==> src/i2c_pkg.sv <==
package i2c_pkg;

    // number of independent buses
    localparam int CHAN_COUNT = 2;

    // transfer size limits
    localparam int MAX_BYTES = 4;
    localparam int NBYTES_W  = 3;
    localparam int DATA_W    = 8 * MAX_BYTES;

    typedef logic [6:0] i2c_addr_t;

    // one queued bus transaction
    typedef struct packed {
        i2c_addr_t           addr;
        logic                rw;
        logic [NBYTES_W-1:0] nbytes;
        // most significant used byte goes out first
        logic [DATA_W-1:0]   wdata;
        logic                stop;
    } i2c_cmd_t;

    // outcome of one transaction
    typedef struct packed {
        logic [DATA_W-1:0]   rdata;
        logic                nack;
        logic [NBYTES_W-1:0] nbytes_done;
    } i2c_rsp_t;

    // result as seen by the host, tagged with its bus
    typedef struct packed {
        logic     chan;
        i2c_rsp_t rsp;
    } i2c_tagged_rsp_t;

endpackage

==> src/credit_fifo.sv <==
`timescale 1ns/10ps

module credit_fifo #(
    parameter type payload_t = logic [7:0],
    parameter int  DEPTH     = 4
) (
    input  logic     clk,
    input  logic     rst_n,
    input  logic     push,
    input  payload_t push_data,
    input  logic     pop,
    output payload_t pop_data,
    output logic     not_empty,
    output logic     not_full,
    output logic     credit
);

    localparam int AW = (DEPTH > 1) ? $clog2(DEPTH) : 1;
    localparam int CW = $clog2(DEPTH + 1);

    payload_t        mem [DEPTH];
    logic [AW-1:0]   wr_ptr;
    logic [AW-1:0]   rd_ptr;
    logic [CW-1:0]   count;
    logic            do_push;
    logic            do_pop;

    // wrap for depths that are not a power of two
    function automatic logic [AW-1:0] ptr_inc(input logic [AW-1:0] p);
        return (p == AW'(DEPTH - 1)) ? '0 : p + 1'b1;
    endfunction

    assign do_push   = push && not_full;
    assign do_pop    = pop && not_empty;
    assign not_empty = (count != '0);
    assign not_full  = (count != CW'(DEPTH));
    // one credit back per entry freed
    assign credit    = do_pop;
    assign pop_data  = mem[rd_ptr];

    always_ff @(posedge clk) begin
        if (do_push) begin
            mem[wr_ptr] <= push_data;
        end
    end

    always_ff @(posedge clk or negedge rst_n) begin
        if (!rst_n) begin
            wr_ptr <= '0;
            rd_ptr <= '0;
            count  <= '0;
        end else begin
            if (do_push) begin
                wr_ptr <= ptr_inc(wr_ptr);
            end
            if (do_pop) begin
                rd_ptr <= ptr_inc(rd_ptr);
            end
            if (do_push && !do_pop) begin
                count <= count + 1'b1;
            end else if (do_pop && !do_push) begin
                count <= count - 1'b1;
            end
        end
    end

endmodule

==> src/i2c_master.sv <==
`timescale 1ns/10ps

module i2c_master #(
    parameter int DIVIDER = 4
) (
    input  logic               clk,
    input  logic               rst_n,
    input  logic               cmd_ready,
    input  i2c_pkg::i2c_cmd_t  cmd,
    output logic               cmd_pop,
    output logic               rsp_valid,
    input  logic               rsp_accept,
    output i2c_pkg::i2c_rsp_t  rsp,
    output logic               scl_low,
    output logic               sda_oe,
    input  logic               sda_in
);

    import i2c_pkg::*;

    localparam int TW = (DIVIDER > 1) ? $clog2(DIVIDER) : 1;

    typedef enum logic [2:0] {
        ST_IDLE,
        ST_START,
        ST_RTX,
        ST_ACK,
        ST_STOP,
        ST_DONE
    } state_t;

    state_t              state;
    logic [TW-1:0]       tick_cnt;
    logic                tick;
    logic [1:0]          step;
    logic [2:0]          bit_cnt;
    logic [NBYTES_W-1:0] byte_n;
    logic                data_mode;
    logic                last_byte;
    logic                bit_end;

    // transaction payload
    i2c_cmd_t            cmd_q;
    logic [DATA_W-1:0]   wdata_q;
    logic [DATA_W-1:0]   rdata_q;
    logic [7:0]          sh;
    logic                nack_q;

    // clk / DIVIDER tick
    always_ff @(posedge clk or negedge rst_n) begin
        if (!rst_n) begin
            tick_cnt <= '0;
        end else if (tick) begin
            tick_cnt <= '0;
        end else begin
            tick_cnt <= tick_cnt + 1'b1;
        end
    end

    assign tick      = (tick_cnt == TW'(DIVIDER - 1));
    assign bit_end   = tick && (step == 2'd2);
    assign last_byte = ((byte_n + 1'b1) == cmd_q.nbytes);
    // hold off while someone else keeps SDA low
    assign cmd_pop   = (state == ST_IDLE) && tick && cmd_ready && sda_in;
    assign rsp_valid = (state == ST_DONE);
    assign rsp       = '{rdata: rdata_q, nack: nack_q, nbytes_done: byte_n};

    always_ff @(posedge clk or negedge rst_n) begin
        if (!rst_n) begin
            state     <= ST_IDLE;
            step      <= '0;
            bit_cnt   <= '0;
            byte_n    <= '0;
            data_mode <= 1'b0;
            scl_low   <= 1'b0;
            sda_oe    <= 1'b0;
        end else if (state == ST_DONE) begin
            // result held until the queue takes it
            if (rsp_accept) begin
                state <= ST_IDLE;
            end
        end else if (tick) begin
            case (state)
                ST_IDLE: begin
                    if (cmd_pop) begin
                        scl_low <= 1'b0;
                        byte_n  <= '0;
                        step    <= '0;
                        state   <= ST_START;
                    end
                end
                ST_START: begin
                    step <= step + 1'b1;
                    if (step == 2'd0) begin
                        sda_oe <= 1'b0;
                    end else if (step == 2'd1) begin
                        sda_oe <= 1'b1;
                    end else begin
                        scl_low   <= 1'b1;
                        bit_cnt   <= '0;
                        data_mode <= 1'b0;
                        step      <= '0;
                        state     <= ST_RTX;
                    end
                end
                ST_RTX: begin
                    step <= step + 1'b1;
                    if (step == 2'd0) begin
                        // release SDA while receiving data
                        sda_oe <= (!data_mode || !cmd_q.rw) ? !sh[7] : 1'b0;
                    end else if (step == 2'd1) begin
                        scl_low <= 1'b0;
                    end else begin
                        scl_low <= 1'b1;
                        step    <= '0;
                        if (bit_cnt == 3'd7) begin
                            bit_cnt <= '0;
                            state   <= ST_ACK;
                        end else begin
                            bit_cnt <= bit_cnt + 1'b1;
                        end
                    end
                end
                ST_ACK: begin
                    step <= step + 1'b1;
                    if (step == 2'd0) begin
                        // ack every read byte but the last
                        sda_oe <= data_mode && cmd_q.rw && !last_byte;
                    end else if (step == 2'd1) begin
                        scl_low <= 1'b0;
                    end else begin
                        scl_low <= 1'b1;
                        step    <= '0;
                        if (!data_mode) begin
                            if (sda_in) begin
                                state <= ST_STOP;
                            end else begin
                                data_mode <= 1'b1;
                                state     <= ST_RTX;
                            end
                        end else begin
                            byte_n <= byte_n + 1'b1;
                            if (!last_byte) begin
                                state <= ST_RTX;
                            end else if (cmd_q.stop) begin
                                state <= ST_STOP;
                            end else begin
                                // SCL stays low for a repeated start
                                state <= ST_DONE;
                            end
                        end
                    end
                end
                ST_STOP: begin
                    step <= step + 1'b1;
                    if (step == 2'd0) begin
                        sda_oe <= 1'b1;
                    end else if (step == 2'd1) begin
                        scl_low <= 1'b0;
                    end else if (step == 2'd2) begin
                        sda_oe <= 1'b0;
                    end else begin
                        step  <= '0;
                        state <= ST_DONE;
                    end
                end
                default: begin
                    state <= ST_IDLE;
                end
            endcase
        end
    end

    always_ff @(posedge clk) begin
        if (cmd_pop) begin
            cmd_q   <= cmd;
            // left align so the first byte sits at the top
            wdata_q <= cmd.wdata << (8 * (MAX_BYTES - int'(cmd.nbytes)));
            rdata_q <= '0;
            nack_q  <= 1'b0;
        end else if (bit_end) begin
            if (state == ST_START) begin
                sh <= {cmd_q.addr, cmd_q.rw};
            end else if (state == ST_RTX) begin
                sh <= {sh[6:0], sda_in};
            end else if (state == ST_ACK) begin
                sh      <= wdata_q[DATA_W-1 -: 8];
                wdata_q <= wdata_q << 8;
                if (!data_mode) begin
                    nack_q <= sda_in;
                end else if (cmd_q.rw) begin
                    rdata_q <= {rdata_q[DATA_W-9:0], sh};
                end
            end
        end
    end

endmodule

==> src/result_merger.sv <==
`timescale 1ns/10ps

module result_merger #(
    parameter int OUT_CREDITS = 4
) (
    input  logic                      clk,
    input  logic                      rst_n,
    input  i2c_pkg::i2c_rsp_t         rsp0,
    input  i2c_pkg::i2c_rsp_t         rsp1,
    input  logic                      avail0,
    input  logic                      avail1,
    output logic                      pop0,
    output logic                      pop1,
    output logic                      rsp_valid,
    output i2c_pkg::i2c_tagged_rsp_t  rsp,
    input  logic                      rsp_credit
);

    import i2c_pkg::*;

    localparam int CW = $clog2(OUT_CREDITS + 1);

    logic [CW-1:0]         credits;
    logic [CHAN_COUNT-1:0] avail;
    logic [CHAN_COUNT-1:0] grant;
    logic                  last_chan;
    logic                  sel;
    logic                  fire;

    assign avail = {avail1, avail0};
    assign fire  = (credits != '0) && (avail != '0);
    // alternate when both wait, else take whichever has one
    assign sel   = (&avail) ? ~last_chan : avail[1];
    assign grant = fire ? (CHAN_COUNT'(1) << sel) : '0;
    assign pop0  = grant[0];
    assign pop1  = grant[1];

    always_ff @(posedge clk or negedge rst_n) begin
        if (!rst_n) begin
            credits   <= CW'(OUT_CREDITS);
            last_chan <= 1'b0;
            rsp_valid <= 1'b0;
        end else begin
            rsp_valid <= fire;
            if (fire) begin
                last_chan <= sel;
            end
            if (rsp_credit && !fire) begin
                credits <= credits + 1'b1;
            end else if (fire && !rsp_credit) begin
                credits <= credits - 1'b1;
            end
        end
    end

    always_ff @(posedge clk) begin
        if (fire) begin
            rsp <= '{chan: sel, rsp: (sel ? rsp1 : rsp0)};
        end
    end

endmodule

==> src/i2c_dual_top.sv <==
`timescale 1ns/10ps

module i2c_dual_top #(
    parameter int DIVIDER     = 4,
    parameter int CMD_DEPTH   = 4,
    parameter int RSP_DEPTH   = 2,
    parameter int OUT_CREDITS = 4
) (
    input  logic                      clk,
    input  logic                      rst_n,
    input  logic                      cmd_valid_0,
    input  i2c_pkg::i2c_cmd_t         cmd_0,
    output logic                      cmd_credit_0,
    input  logic                      cmd_valid_1,
    input  i2c_pkg::i2c_cmd_t         cmd_1,
    output logic                      cmd_credit_1,
    output logic                      rsp_valid,
    output i2c_pkg::i2c_tagged_rsp_t  rsp,
    input  logic                      rsp_credit,
    output logic                      scl_0,
    output logic                      sda_oe_0,
    input  logic                      sda_in_0,
    output logic                      scl_1,
    output logic                      sda_oe_1,
    input  logic                      sda_in_1
);

    import i2c_pkg::*;

    i2c_cmd_t              cmd_head_0, cmd_head_1;
    logic                  cmd_ready_0, cmd_ready_1;
    logic                  cmd_pop_0, cmd_pop_1;
    i2c_rsp_t              m_rsp_0, m_rsp_1;
    logic                  m_valid_0, m_valid_1;
    logic                  rsp_room_0, rsp_room_1;
    i2c_rsp_t              q_rsp_0, q_rsp_1;
    logic [CHAN_COUNT-1:0] rsp_avail;
    logic [CHAN_COUNT-1:0] rsp_pop;

    // channel 0
    credit_fifo #(.payload_t(i2c_cmd_t), .DEPTH(CMD_DEPTH)) cmd_fifo_0 (
        .clk, .rst_n, .push(cmd_valid_0), .push_data(cmd_0), .pop(cmd_pop_0),
        .pop_data(cmd_head_0), .not_empty(cmd_ready_0), .not_full(), .credit(cmd_credit_0)
    );

    i2c_master #(.DIVIDER(DIVIDER)) master_0 (
        .clk, .rst_n, .cmd_ready(cmd_ready_0), .cmd(cmd_head_0), .cmd_pop(cmd_pop_0),
        .rsp_valid(m_valid_0), .rsp_accept(rsp_room_0), .rsp(m_rsp_0),
        .scl_low(scl_0), .sda_oe(sda_oe_0), .sda_in(sda_in_0)
    );

    credit_fifo #(.payload_t(i2c_rsp_t), .DEPTH(RSP_DEPTH)) rsp_fifo_0 (
        .clk, .rst_n, .push(m_valid_0), .push_data(m_rsp_0), .pop(rsp_pop[0]),
        .pop_data(q_rsp_0), .not_empty(rsp_avail[0]), .not_full(rsp_room_0), .credit()
    );

    // channel 1
    credit_fifo #(.payload_t(i2c_cmd_t), .DEPTH(CMD_DEPTH)) cmd_fifo_1 (
        .clk, .rst_n, .push(cmd_valid_1), .push_data(cmd_1), .pop(cmd_pop_1),
        .pop_data(cmd_head_1), .not_empty(cmd_ready_1), .not_full(), .credit(cmd_credit_1)
    );

    i2c_master #(.DIVIDER(DIVIDER)) master_1 (
        .clk, .rst_n, .cmd_ready(cmd_ready_1), .cmd(cmd_head_1), .cmd_pop(cmd_pop_1),
        .rsp_valid(m_valid_1), .rsp_accept(rsp_room_1), .rsp(m_rsp_1),
        .scl_low(scl_1), .sda_oe(sda_oe_1), .sda_in(sda_in_1)
    );

    credit_fifo #(.payload_t(i2c_rsp_t), .DEPTH(RSP_DEPTH)) rsp_fifo_1 (
        .clk, .rst_n, .push(m_valid_1), .push_data(m_rsp_1), .pop(rsp_pop[1]),
        .pop_data(q_rsp_1), .not_empty(rsp_avail[1]), .not_full(rsp_room_1), .credit()
    );

    result_merger #(.OUT_CREDITS(OUT_CREDITS)) merger_i (
        .clk, .rst_n,
        .rsp0(q_rsp_0), .rsp1(q_rsp_1), .avail0(rsp_avail[0]), .avail1(rsp_avail[1]),
        .pop0(rsp_pop[0]), .pop1(rsp_pop[1]),
        .rsp_valid, .rsp, .rsp_credit
    );

endmodule

==> config.mk <==
export PLATFORM = sky130hd
export DESIGN_NAME = i2c_dual_top
export DESIGN_NICKNAME = d
export VERILOG_FILES = /design/src/i2c_pkg.sv /design/src/credit_fifo.sv /design/src/i2c_master.sv /design/src/result_merger.sv /design/src/i2c_dual_top.sv
export SDC_FILE = /design/constraint.sdc
export NUM_CORES = 1
export LEC_CHECK = 0
export ABC_AREA = 1
export BUFFER_PORTS_ARGS = -buffer_cell sky130_fd_sc_hd__buf_2
export CORE_AREA = 2 2 284 286
export CTS_CLUSTER_SIZE = 8
export DETAILED_ROUTE_END_ITERATION = 10
export DIE_AREA = 0 0 286 288
export PLACE_DENSITY = 0.54
export SETUP_SLACK_MARGIN = 0.4
export SLEW_MARGIN = 20
export SYNTH_ARGS = -nofsm -noshare
export SYNTH_HDL_FRONTEND = slang
export SYNTH_SLANG_ARGS = --single-unit
==> constraint.sdc <==
create_clock -name clk -period 3.7 [get_ports clk]
set_input_delay 0.37 -clock clk [delete_from_list [all_inputs] [get_ports clk]]
set_output_delay 0.37 -clock clk [all_outputs]
set_load 0.05 [all_outputs]
==> impl_metrics.csv, run 1 <==
group,metric,value,unit
finish,layout.nets,3082,
critical_path,cp-end-kind,"flop",
detailed_routing,routed_wl,73400,um
synthesis,yosys_warnings,0,
detailed_routing,drtIter0Drc,1592,
status,outcome,"completed",
placed_design,dp_hpwl,45500,um
timing,fmax,333,MHz
job,cap_violations,0,
critical_path,setup.worst_path.start_class,"flop",
floorplan,io_pins,139,
critical_path,crit_type,"reg -> reg",
critical_path,worstPathBufferInverterCount,2,
synthesis,yosysSeqAreaShare,69.8,%
cts,cts_tree,"yes",
timing,rsz0062_at_grt,"no",
critical_path,r2r-end,"master_1.wdata_q[31]$_DFFE_PP_",
cts,postCtsSetupRepairBufs,0,
detailed_routing,first_pass_iters,5,
grt,grt_pass1_vias,20223,
grt,grt_util_all_layers,17.8,%
synthesis,synthTopCellsByCount,"edfxtp_1 (637), nand2_1 (517), nor2_1 (402)",
synthesis,synth_cell_types,51,
grt,antenna_found_initial,2,
critical_path,r2r-start,"cmd_fifo_1.rd_ptr[0]$_DFFE_PN0P_",
timing,fin_crit_sh,81.2,%
power_and_ir_drop,power.density,824,mW/mm^2
timing,hold_viol,0,
power_and_ir_drop,peakVddDrop,495,uV
detailed_routing,drc_errors,0,
cts,htreeDepth,3,
synthesis,synth_top_cell_by_area,"edfxtp_1",
synthesis,synth.area.top_cells,"edfxtp_1 (61%), nand2_1 (6.2%), nor2_1 (4.8%), dfrtp_1 (4.6%), o21ai_0 (4.6%)",
timing,slew_headroom,29.9,%
grt,grt-ovfl-total,0,
cts,insertion_delay,680,ps
critical_path,cp_max_fo,25,
timing,min_period,3010,ps
synthesis,synth_enable_flop_cells,637,
detailed_routing,viasPerCell,4.97,
finish,areaGrowthSynthToFinish,18.6,%
synthesis,synth_fp_nets,2834,
timing,setup_viol,0,
synthesis,synthArstFlopShare,7.74,%
critical_path,r2r.worst_path.cells,9,
synthesis,synth_area,0.0314,sq mm
placed_design,gp_congestion,0.823,
placed_design,port_buffers,138,
floorplan,die_x,286,um
timing,finalClockSkew,36.9,ps
timing,tns,0,ps
synthesis,syn_area_per_cell,11.6,sq um
synthesis,synth.most_common_cell,"edfxtp_1",
floorplan,rows,104,
critical_path,startpoint,"cmd_fifo_1.rd_ptr[0]$_DFFE_PN0P_",
critical_path,required,4230,ps
critical_path,slowest_stage,"ha_1",
critical_path,r2r_slack,690,ps
synthesis,synth_ff_type,"edfxtp_1",
critical_path,crit_end,"master_1.wdata_q[31]$_DFFE_PP_",
synthesis,postSynthCellCount,2704,
cts,clockBufferDepth,3,
synthesis,synth-seq-cells,762,
hold_path,hp-class,"in -> reg",
floorplan,die_area,0.0824,sq mm
critical_path,critical-path-top-delay-family,"simple AND/OR/NAND/NOR gates",
synthesis,netlist.area_leader.share,60.9,%
floorplan,coreArea,0.0796,sq mm
placed_design,place_ws,565,ps
cts,clk_pin_slew,50,ps
grt,grt_start_max_net_pins,70,
detailed_routing,vias,20401,
floorplan,start_util,39.5,%
detailed_routing,ant_nets,0,
timing,tightestPinTransition,1050,ps
critical_path,arrival,3540,ps
critical_path,crit_path_cell_trace,"inv_2 > nand2_1 > nand3_1 > nand2_2 > ha_1 > clkinv_1 > nor2_4 > nand3_1 > nand3_1",
floorplan,die_h,288,um
finish,drive_above_1_share,13.4,%
cts,cts.sinks,762,
timing,setup_slack,695,ps
cts,numCtsBuffers,105,
critical_path,critPathMostFrequentCell,"nand3_1",
cts,cts-root-buf,"clkbuf_16",
power_and_ir_drop,power.leakage,14.4,nW
critical_path,slowest_delay,650,ps
timing,maxSlewViolCount,0,
grt,grt_pass1_wl,115000,um
detailed_routing,avgRoutedWirePerCell,17.9,um
critical_path,crit_cells,9,
## kinds of logic after synthesis
logic type,share of synthesized area [%]
buf+inv,3.88
xor+xnor,0.557
mux,1.29
simple gates,15.1
flops,69.8
compound gates,7.95
fa+ha+maj,1.47
## routing by layer
layer | vias up | routed length [um] | track usage [%]
met5 | - | 13 | 0
met4 | 2 | 1870 | 6.23
met3 | 110 | 3780 | 3.03
met2 | 500 | 34900 | 29.0
met1 | 9851 | 32900 | 24.2
li1 | 9938 | - | -
## layout by cell type, fill, tap and decap left out, drive strengths merged, types with 69 or more instances in the layout
master,synthesis,final
edfxtp,637,637
o21ai,290,290
nor2,413,413
o211ai,69,69
nand2,527,527
buf,92,180
inv,145,146
clkbuf,36,191
dlygate4sd3,0,89
nand3,109,109
## worst min-delay path: cells and delay by family
kind | cells | cell delay [ps]
AOI/OAI and AO/OA | 2 | 210
buffers and inverters | 1 | 140
## area by class of cell
type | instances | area, sq um
clock inverter | 8 | 188
clock buffer | 191 | 2950
multi-input combinational | 1665 | 8370
fill | 7261 | 42400
inverter | 149 | 569
antenna | 1 | 2.50
tap | 1060 | 1330
timing repair buffer | 269 | 1940
sequential | 762 | 21900
## where the power goes
| part | internal (mW) | leakage [nW] | total, mW | switching, mW |
|---|---|---|---|---|
| Clock | 5.43 | 1.47 | 9.03 | 3.61 |
| Combinational | 2.69 | 5.81 | 9.94 | 7.25 |
| Sequential | 11.1 | 7.08 | 11.7 | 0.669 |
| Total | 19.2 | 14.4 | 30.7 | 11.5 |
## state kept, by name, summed over array words and instances, names as in the netlist, 12 cells and up
register          count
master_0.wdata_q     32
master_0.rdata_q     32
master_0.cmd_q       12
cmd_fifo_1.mem      176
rsp_fifo_1.mem       72
cmd_fifo_0.mem      176
rsp_fifo_0.mem       72
master_1.wdata_q     32
master_1.rdata_q     32
merger_i.rsp         37
master_1.cmd_q       12
## how the worst min path moves through the flow
stage	cells past startpoint	slack [ps]	startpoint	endpoint
floorplan	0	70	rst_n	cmd_fifo_0.count[0]$_DFFE_PN0P_
global placement	1	410	master_1.tick_cnt[0]$_DFF_PN0_	master_1.tick_cnt[0]$_DFF_PN0_
detailed placement	1	420	master_0.tick_cnt[0]$_DFF_PN0_	master_0.tick_cnt[0]$_DFF_PN0_
CTS	3	70	sda_in_0	master_0.nack_q$_SDFFE_PN0P_
global route	3	120	sda_in_1	master_1.nack_q$_SDFFE_PN0P_
finish	3	110	sda_in_0	master_0.nack_q$_SDFFE_PN0P_
## stage by stage
stage	instance area, sq um	util (%)	power (mW)	cells	hold slack, ps
3_5_place_dp	33200	41.7	21.8	3816	423
6_report	37300	46.8	30.7	4105	110
2_1_floorplan	31400	-	18.8	2704	74.4
3_3_place_gp	33200	41.7	21.7	3816	414
5_1_grt	37300	46.8	32.6	4105	125
4_1_cts	37300	46.8	31.0	4104	74.2
## repair_timing
item	in CTS	in global routing
endpoints found under the setup margin	0	18
hold buffers	89	0
resized for setup	0	4
endpoints found under the hold margin	410	0
Note: power is estimated with default switching activity, not from simulation.
==> run 2: changes to the inputs <==
--- a/config.mk
+++ b/config.mk
@@ -5,13 +5,13 @@
 export SDC_FILE = /design/constraint.sdc
 export NUM_CORES = 1
 export LEC_CHECK = 0
-export ABC_AREA = 1
+export ABC_AREA = 0
 export BUFFER_PORTS_ARGS = -buffer_cell sky130_fd_sc_hd__buf_2
-export CORE_AREA = 2 2 284 286
+export CORE_AREA = 2 2 279 281
 export CTS_CLUSTER_SIZE = 8
 export DETAILED_ROUTE_END_ITERATION = 10
-export DIE_AREA = 0 0 286 288
-export PLACE_DENSITY = 0.54
+export DIE_AREA = 0 0 281 283
+export PLACE_DENSITY = 0.57
 export SETUP_SLACK_MARGIN = 0.4
 export SLEW_MARGIN = 20
 export SYNTH_ARGS = -nofsm -noshare
==> constraint.sdc (replaced) <==
create_clock -name clk -period 2.5 [get_ports clk]
set_input_delay 0.25 -clock clk [delete_from_list [all_inputs] [get_ports clk]]
set_output_delay 0.25 -clock clk [all_outputs]
set_load 0.05 [all_outputs]
==> impl_metrics.csv, run 2 <==
group,metric,value,unit
placed_design,place_area,0.0329,sq mm
detailed_routing,vias,17744,
critical_path,crit_type,"reg -> reg",
detailed_routing,routed_wl,69500,um
cts,cts.sinks,762,
synthesis,yosysSeqAreaShare,72.4,%
power_and_ir_drop,power.leakage,13.6,nW
critical_path,cp-end-kind,"flop",
timing,setup_viol,0,
critical_path,crit_path_cell_trace,"mux4_2 > inv_4 > ha_4 > xnor2_4 > buf_6 > or4b_4 > nor2_4 > a221o_1",
placed_design,gp_congestion,0.819,
critical_path,r2r.worst_path.cells,8,
grt,grt_util_all_layers,17.3,%
floorplan,rows,102,
job,cap_violations,0,
placed_design,port_buffers,138,
timing,tightestPinTransition,655,ps
power_and_ir_drop,total_power,42.2,mW
floorplan,io_pins,139,
synthesis,syn_area_per_cell,15.9,sq um
timing,fin_crit_sh,99.0,%
cts,htreeDepth,3,
cts,cts-root-buf,"clkbuf_16",
timing,rsz0062_at_grt,"yes",
synthesis,synth_fp_nets,2034,
timing,fmax,404,MHz
critical_path,cp_max_fo,8,
finish,areaGrowthSynthToFinish,27.1,%
synthesis,synth_top_cell_by_area,"edfxtp_1",
floorplan,coreArea,0.0767,sq mm
synthesis,synth.area.top_cells,"edfxtp_1 (63%), mux4_2 (6.5%), dfrtp_1 (4.8%), dfxtp_1 (4.4%), mux2i_1 (2.9%)",
synthesis,synth_ff_type,"edfxtp_1",
grt,grt_start_max_net_pins,66,
finish,drive_above_1_share,28.1,%
power_and_ir_drop,power.density,1100,mW/mm^2
cts,insertion_delay,670,ps
synthesis,synth.most_common_cell,"edfxtp_1",
finish,final_common_cell,"edfxtp_1",
synthesis,synth_area,0.0303,sq mm
grt,grt_pass1_wl,107000,um
finish,utilization,50.2,%
detailed_routing,ant_nets,0,
critical_path,slowest_delay,580,ps
synthesis,synthTopCellsByCount,"edfxtp_1 (637), nand2_1 (196), a21oi_1 (124)",
cts,clk_pin_slew,50,ps
finish,layout_common_cells,"edfxtp_1 (637), nand2_1 (192), buf_2 (136)",
status,outcome,"completed",
critical_path,arrival,3010,ps
cts,cts_tree,"yes",
critical_path,slowest_stage,"mux4_2",
finish,fin_area,0.0385,sq mm
synthesis,postSynthCellCount,1904,
critical_path,critical-path-top-delay-family,"simple AND/OR/NAND/NOR gates",
synthesis,netlist.area_leader.share,63.1,%
critical_path,worstPathBufferInverterCount,2,
cts,clockBufferDepth,3,
synthesis,synth_cell_types,69,
timing,finalClockSkew,53.3,ps
synthesis,synth-seq-cells,762,
critical_path,setup.worst_path.start_class,"flop",
hold_path,holdPathStages,3,
detailed_routing,drc_errors,0,
power_and_ir_drop,peakVddDrop,578,uV
placed_design,dp_hpwl,41700,um
synthesis,synthArstFlopShare,7.74,%
finish,num-fill-cells,6439,
finish,top_regs,"cmd_fifo_0.mem: 176 flops, cmd_fifo_1.mem: 176 flops",
timing,maxSlewViolCount,0,
floorplan,die_h,283,um
synthesis,synth_enable_flop_cells,637,
floorplan,die_area,0.0795,sq mm
detailed_routing,avgRoutedWirePerCell,20.3,um
grt,antenna_found_initial,4,
cts,numCtsBuffers,105,
detailed_routing,first_pass_iters,5,
finish,layout.nets,2434,
critical_path,required,3040,ps
timing,hold_viol,0,
detailed_routing,drtIter0Drc,1488,
detailed_routing,viasPerCell,5.19,
hold_path,hp-class,"in -> reg",
grt,grt_pass1_vias,18088,
timing,slew_headroom,56.1,%
synthesis,yosys_warnings,0,
floorplan,start_util,39.5,%
timing,min_period,2470,ps
floorplan,die_x,281,um
grt,grt-ovfl-total,0,
critical_path,crit_cells,8,
[run 2: cell count changes in the layout (fill, tap and decap cells not counted), moves of 90 or more]
cell,delta
nand2_1,-325
nand3_1,-90
inv_1,-108
o21ai_0,-243
nor2_1,-349
[run 2: cell families (layout without fill, tap and decap cells)]
logic type,count (synthesis),in the layout,share of synthesized area (%)
fa+ha+maj,35,35,1.52
other cells,0,1,0
simple gates,399,402,6.14
compound gates,359,359,7.52
buf+inv,139,612,1.86
mux,182,182,9.67
xor+xnor,28,28,0.909
flops,762,762,72.4
[run 2: repair_timing]
item | CTS | global route
pin swaps | 46 | 53
hold endpoints to repair | 392 | 0
endpoints found under the setup margin | 108 | 176
hold buffers | 91 | 0
gates resized for setup | 111 | 87
setup buffers | 53 | 33
gates cloned | 5 | 1
[run 2: where the power goes]
| part | internal [mW] | switching, mW |
|---|---|---|
| Sequential | 16.4 | 0.936 |
| Combinational | 4.85 | 6.85 |
| Clock | 7.87 | 5.28 |
[run 2: worst reg2reg max path: cells and delay by family (launching register included)]
family	cells	cell delay, ps
muxes	1	580
AOI/OAI and AO/OA	1	110
adders and majority gates	1	160
DFF	1	430
xor gates and xnor gates	1	120
and+or+nand+nor	2	720
buffers and inverters	2	230
[run 2: final cells by class]
type | count | area [sq um] | area share, %
diodes | 1 | 2.50 | 0.00650
clock buffers | 177 | 2910 | 7.55
clock inverters | 6 | 180 | 0.468
inverters | 32 | 148 | 0.383
multi-input cells | 1006 | 8600 | 22.3
flip-flops and latches | 762 | 21900 | 57.0
well taps | 1040 | 1300 | 3.38
repair buffers | 397 | 3430 | 8.90
[run 2: final timing paths]
path | startpoint | to | slack [ps]
hold / removal | rsp_credit | merger_i.credits[0]$_DFFE_PN0P_ | 90
setup / recovery | cmd_fifo_0.rd_ptr[0]$_DFFE_PN0P_ | master_0.wdata_q[17]$_DFFE_PP_ | 30
min in group asynchronous | rst_n | cmd_fifo_0.wr_ptr[1]$_DFFE_PN0P_ | 240
setup reg to reg | cmd_fifo_0.rd_ptr[0]$_DFFE_PN0P_ | master_0.wdata_q[17]$_DFFE_PP_ | 30
max in group asynchronous | rst_n | cmd_fifo_1.count[0]$_DFFE_PN0P_ | 1510
hold reg to reg | master_1.rdata_q[27]$_SDFFE_PN0P_ | rsp_fifo_1.mem[1][31]$_DFFE_PP_ | 430
[run 2: stage by stage]
step / setup WS (ps) / setup TNS [ps] / instances / hold slack, ps
floorplan: -20.4 / -92.4 / 1904 / -45.6
global placement: -192 / -1360 / 3054 / 377
detailed placement: -295 / -2110 / 3054 / 388
CTS: 44.9 / 0 / 3386 / 27.5
global route: -59.1 / -414 / 3421 / 69.4
finish: 25.4 / 0 / 3421 / 90.0
[run 2: metal layers]
metal | global-route usage, % | vias up | wire (um) | share of wire [%]
met5 | 0 | - | 24 | 0.035
met4 | 5.11 | 4 | 1490 | 2.1
met3 | 3.00 | 120 | 3780 | 5.4
met2 | 27.7 | 493 | 33400 | 48
met1 | 24.4 | 8967 | 30800 | 44
li1 | - | 8160 | - | -
==> run 3: changes to the inputs <==
--- a/config.mk
+++ b/config.mk
@@ -12,6 +12,7 @@
 export DETAILED_ROUTE_END_ITERATION = 10
 export DIE_AREA = 0 0 281 283
 export PLACE_DENSITY = 0.57
+export RECOVER_POWER = 25
 export SETUP_SLACK_MARGIN = 0.4
 export SLEW_MARGIN = 20
 export SYNTH_ARGS = -nofsm -noshare
==> impl_metrics.csv, run 3 (synthesis results as in run 2) <==
group,metric,value,unit
placed_design,placed_cells,3054,
placed_design,port_buffers,138,
status,outcome,"completed",
power_and_ir_drop,p_clk_share,31.2,%
finish,final_common_cell,"edfxtp_1",
critical_path,r2r.worst_path.cells,8,
detailed_routing,vias,17696,
detailed_routing,first_pass_iters,5,
timing,setup_viol,0,
cts,clockBufferDepth,3,
critical_path,crit_path_cell_trace,"mux4_2 > inv_4 > ha_4 > xnor2_4 > buf_6 > or4b_4 > nor2_4 > a221o_1",
grt,grt_pass1_wl,107000,um
power_and_ir_drop,power.density,1100,mW/mm^2
finish,layout_common_cells,"edfxtp_1 (637), nand2_1 (192), clkbuf_1 (159)",
grt,grt_util_all_layers,17.3,%
power_and_ir_drop,combPwrFrac,27.7,%
floorplan,die_area,0.0795,sq mm
timing,slew_headroom,54.7,%
critical_path,setup.worst_path.start_class,"flop",
detailed_routing,drc_errors,0,
power_and_ir_drop,cell_internal_pwr,29.1,mW
critical_path,r2r-start,"cmd_fifo_0.rd_ptr[0]$_DFFE_PN0P_",
cts,cts.sinks,762,
power_and_ir_drop,peakVddDrop,578,uV
timing,tightestPinTransition,675,ps
finish,top_regs,"cmd_fifo_0.mem: 176 flops, cmd_fifo_1.mem: 176 flops",
critical_path,startpoint,"cmd_fifo_0.rd_ptr[0]$_DFFE_PN0P_",
floorplan,io_pins,139,
placed_design,dp_hpwl,41700,um
cts,clk_pin_slew,50,ps
critical_path,r2r-end,"master_0.wdata_q[17]$_DFFE_PP_",
placed_design,place_area,0.0329,sq mm
timing,hold_viol,0,
critical_path,cp-end-kind,"flop",
critical_path,r2r_slack,30,ps
finish,layout.nets,2434,
grt,grt-ovfl-total,0,
power_and_ir_drop,pwr-share-seq,41.1,%
power_and_ir_drop,power.leakage,13.4,nW
floorplan,start_util,39.5,%
finish,fin_area,0.0384,sq mm
cts,insertion_delay,670,ps
timing,min_period,2470,ps
power_and_ir_drop,p_sw_share,31.0,%
detailed_routing,avgRoutedWirePerCell,20.3,um
timing,fin_crit_sh,98.9,%
floorplan,coreArea,0.0767,sq mm
critical_path,crit_type,"reg -> reg",
floorplan,die_h,283,um
placed_design,gp_congestion,0.819,
finish,drive_above_1_share,24.4,%
cts,numCtsBuffers,105,
cts,htreeDepth,3,
floorplan,die_x,281,um
critical_path,slowest_stage,"mux4_2",
cts,cts_tree,"yes",
timing,finalClockSkew,56.0,ps
critical_path,arrival,3010,ps
critical_path,slowest_delay,580,ps
timing,rsz0062_at_grt,"yes",
timing,tns,0,ps
job,cap_violations,0,
finish,areaGrowthSynthToFinish,26.7,%
grt,antenna_found_initial,4,
timing,maxSlewViolCount,0,
detailed_routing,routed_wl,69400,um
critical_path,crit_end,"master_0.wdata_q[17]$_DFFE_PP_",
critical_path,cp_max_fo,8,
detailed_routing,viasPerCell,5.17,
detailed_routing,ant_nets,0,
power_and_ir_drop,p_sw,13.1,mW
timing,fmax,405,MHz
cts,cts-root-buf,"clkbuf_16",
critical_path,required,3040,ps
hold_path,hp-class,"in -> reg",
grt,grt_pass1_vias,18088,
detailed_routing,drtIter0Drc,1431,
floorplan,rows,102,
finish,final_cells,3421,
grt,grt_start_max_net_pins,66,
==> run 3: cell types whose count changed in the layout (fill, tap and decap cells not counted), sizes merged <==
cell    delta
buf       -88
clkbuf    +88
==> run 3: metrics by stage <==
step | power, mW | hold slack, ps | util [%] | setup WS, ps
3_5_place_dp | 27.4 | 388 | 42.9 | -295
4_1_cts | 42.0 | 27.5 | 49.4 | 44.9
6_report | 42.2 | 91.5 | 50.1 | 28.2
2_1_floorplan | 24.2 | -45.6 | - | -20.4
3_3_place_gp | 27.1 | 377 | 42.9 | -192
5_1_grt | 44.2 | 69.4 | 50.1 | -59.1
==> run 3: metal layers <==
| metal | vias to the layer above | GRT usage, % | routed length [um] | share of wire, % |
|---|---|---|---|---|
| li1 | 8157 | - | - | - |
| met1 | 8921 | 24.4 | 30800 | 44 |
| met2 | 500 | 27.7 | 33400 | 48 |
| met3 | 114 | 3.00 | 3700 | 5.3 |
| met4 | 4 | 5.11 | 1490 | 2.1 |
| met5 | - | 0 | 24 | 0.035 |
==> run 3: worst min-delay path by stage <==
stage	depth (start not counted)	from	slack [ps]	to
3_5_place_dp	2	rst_n	390	cmd_fifo_1.count[1]$_DFFE_PN0P_
3_3_place_gp	2	rst_n	380	cmd_fifo_1.count[1]$_DFFE_PN0P_
4_1_cts	3	rsp_credit	30	merger_i.credits[0]$_DFFE_PN0P_
2_1_floorplan	0	rst_n	-50	cmd_fifo_0.count[0]$_DFFE_PN0P_
6_report	3	rsp_credit	90	merger_i.credits[0]$_DFFE_PN0P_
5_1_grt	3	rsp_credit	70	merger_i.credits[0]$_DFFE_PN0P_
==> run 3: layout make-up <==
type                            instances  area (sq um)
Antenna cell                            1          2.50
Clock buffer                          177          2910
Clock inverter                          6           180
Fill cell                            6460         38300
Inverter                               32           148
Multi-Input combinational cell       1006          8600
Sequential cell                       762         21900
Tap cell                             1040          1300
Timing Repair Buffer                  397          3320
==> run 3: power by group through the flow <==
stage / registers, mW / clock network (mW) / logic, mW
finish: 17.3 / 13.1 / 11.7
detailed placement: 17.6 / 0 / 9.79
global route: 17.6 / 14.0 / 12.6
CTS: 17.3 / 13.5 / 11.2
global placement: 17.5 / 0 / 9.61
floorplan: 18.4 / 0 / 5.77
==> run 3: worst max-delay path, delay by kind of cell, from the launching register on <==
| kind | cells | cell delay [ps] |
|---|---|---|
| adder cells (fa/ha/maj) | 1 | 160 |
| AO/OA/AOI/OAI | 1 | 120 |
| multiplexers | 1 | 580 |
| AND/OR/NAND/NOR | 2 | 720 |
| flip-flops | 1 | 430 |
| buffers and inverters | 2 | 220 |
| XOR/XNOR | 1 | 120 |
==> run 3: what timing repair did <==
item                                    4_1_cts  5_1_grt
hold endpoints to repair                    392        0
setup buffers                                53       33
hold buffers                                 91        0
gates cloned                                  5        1
gates resized for setup                     111       87
pin swaps                                    46       53
endpoints found under the setup margin      108      176
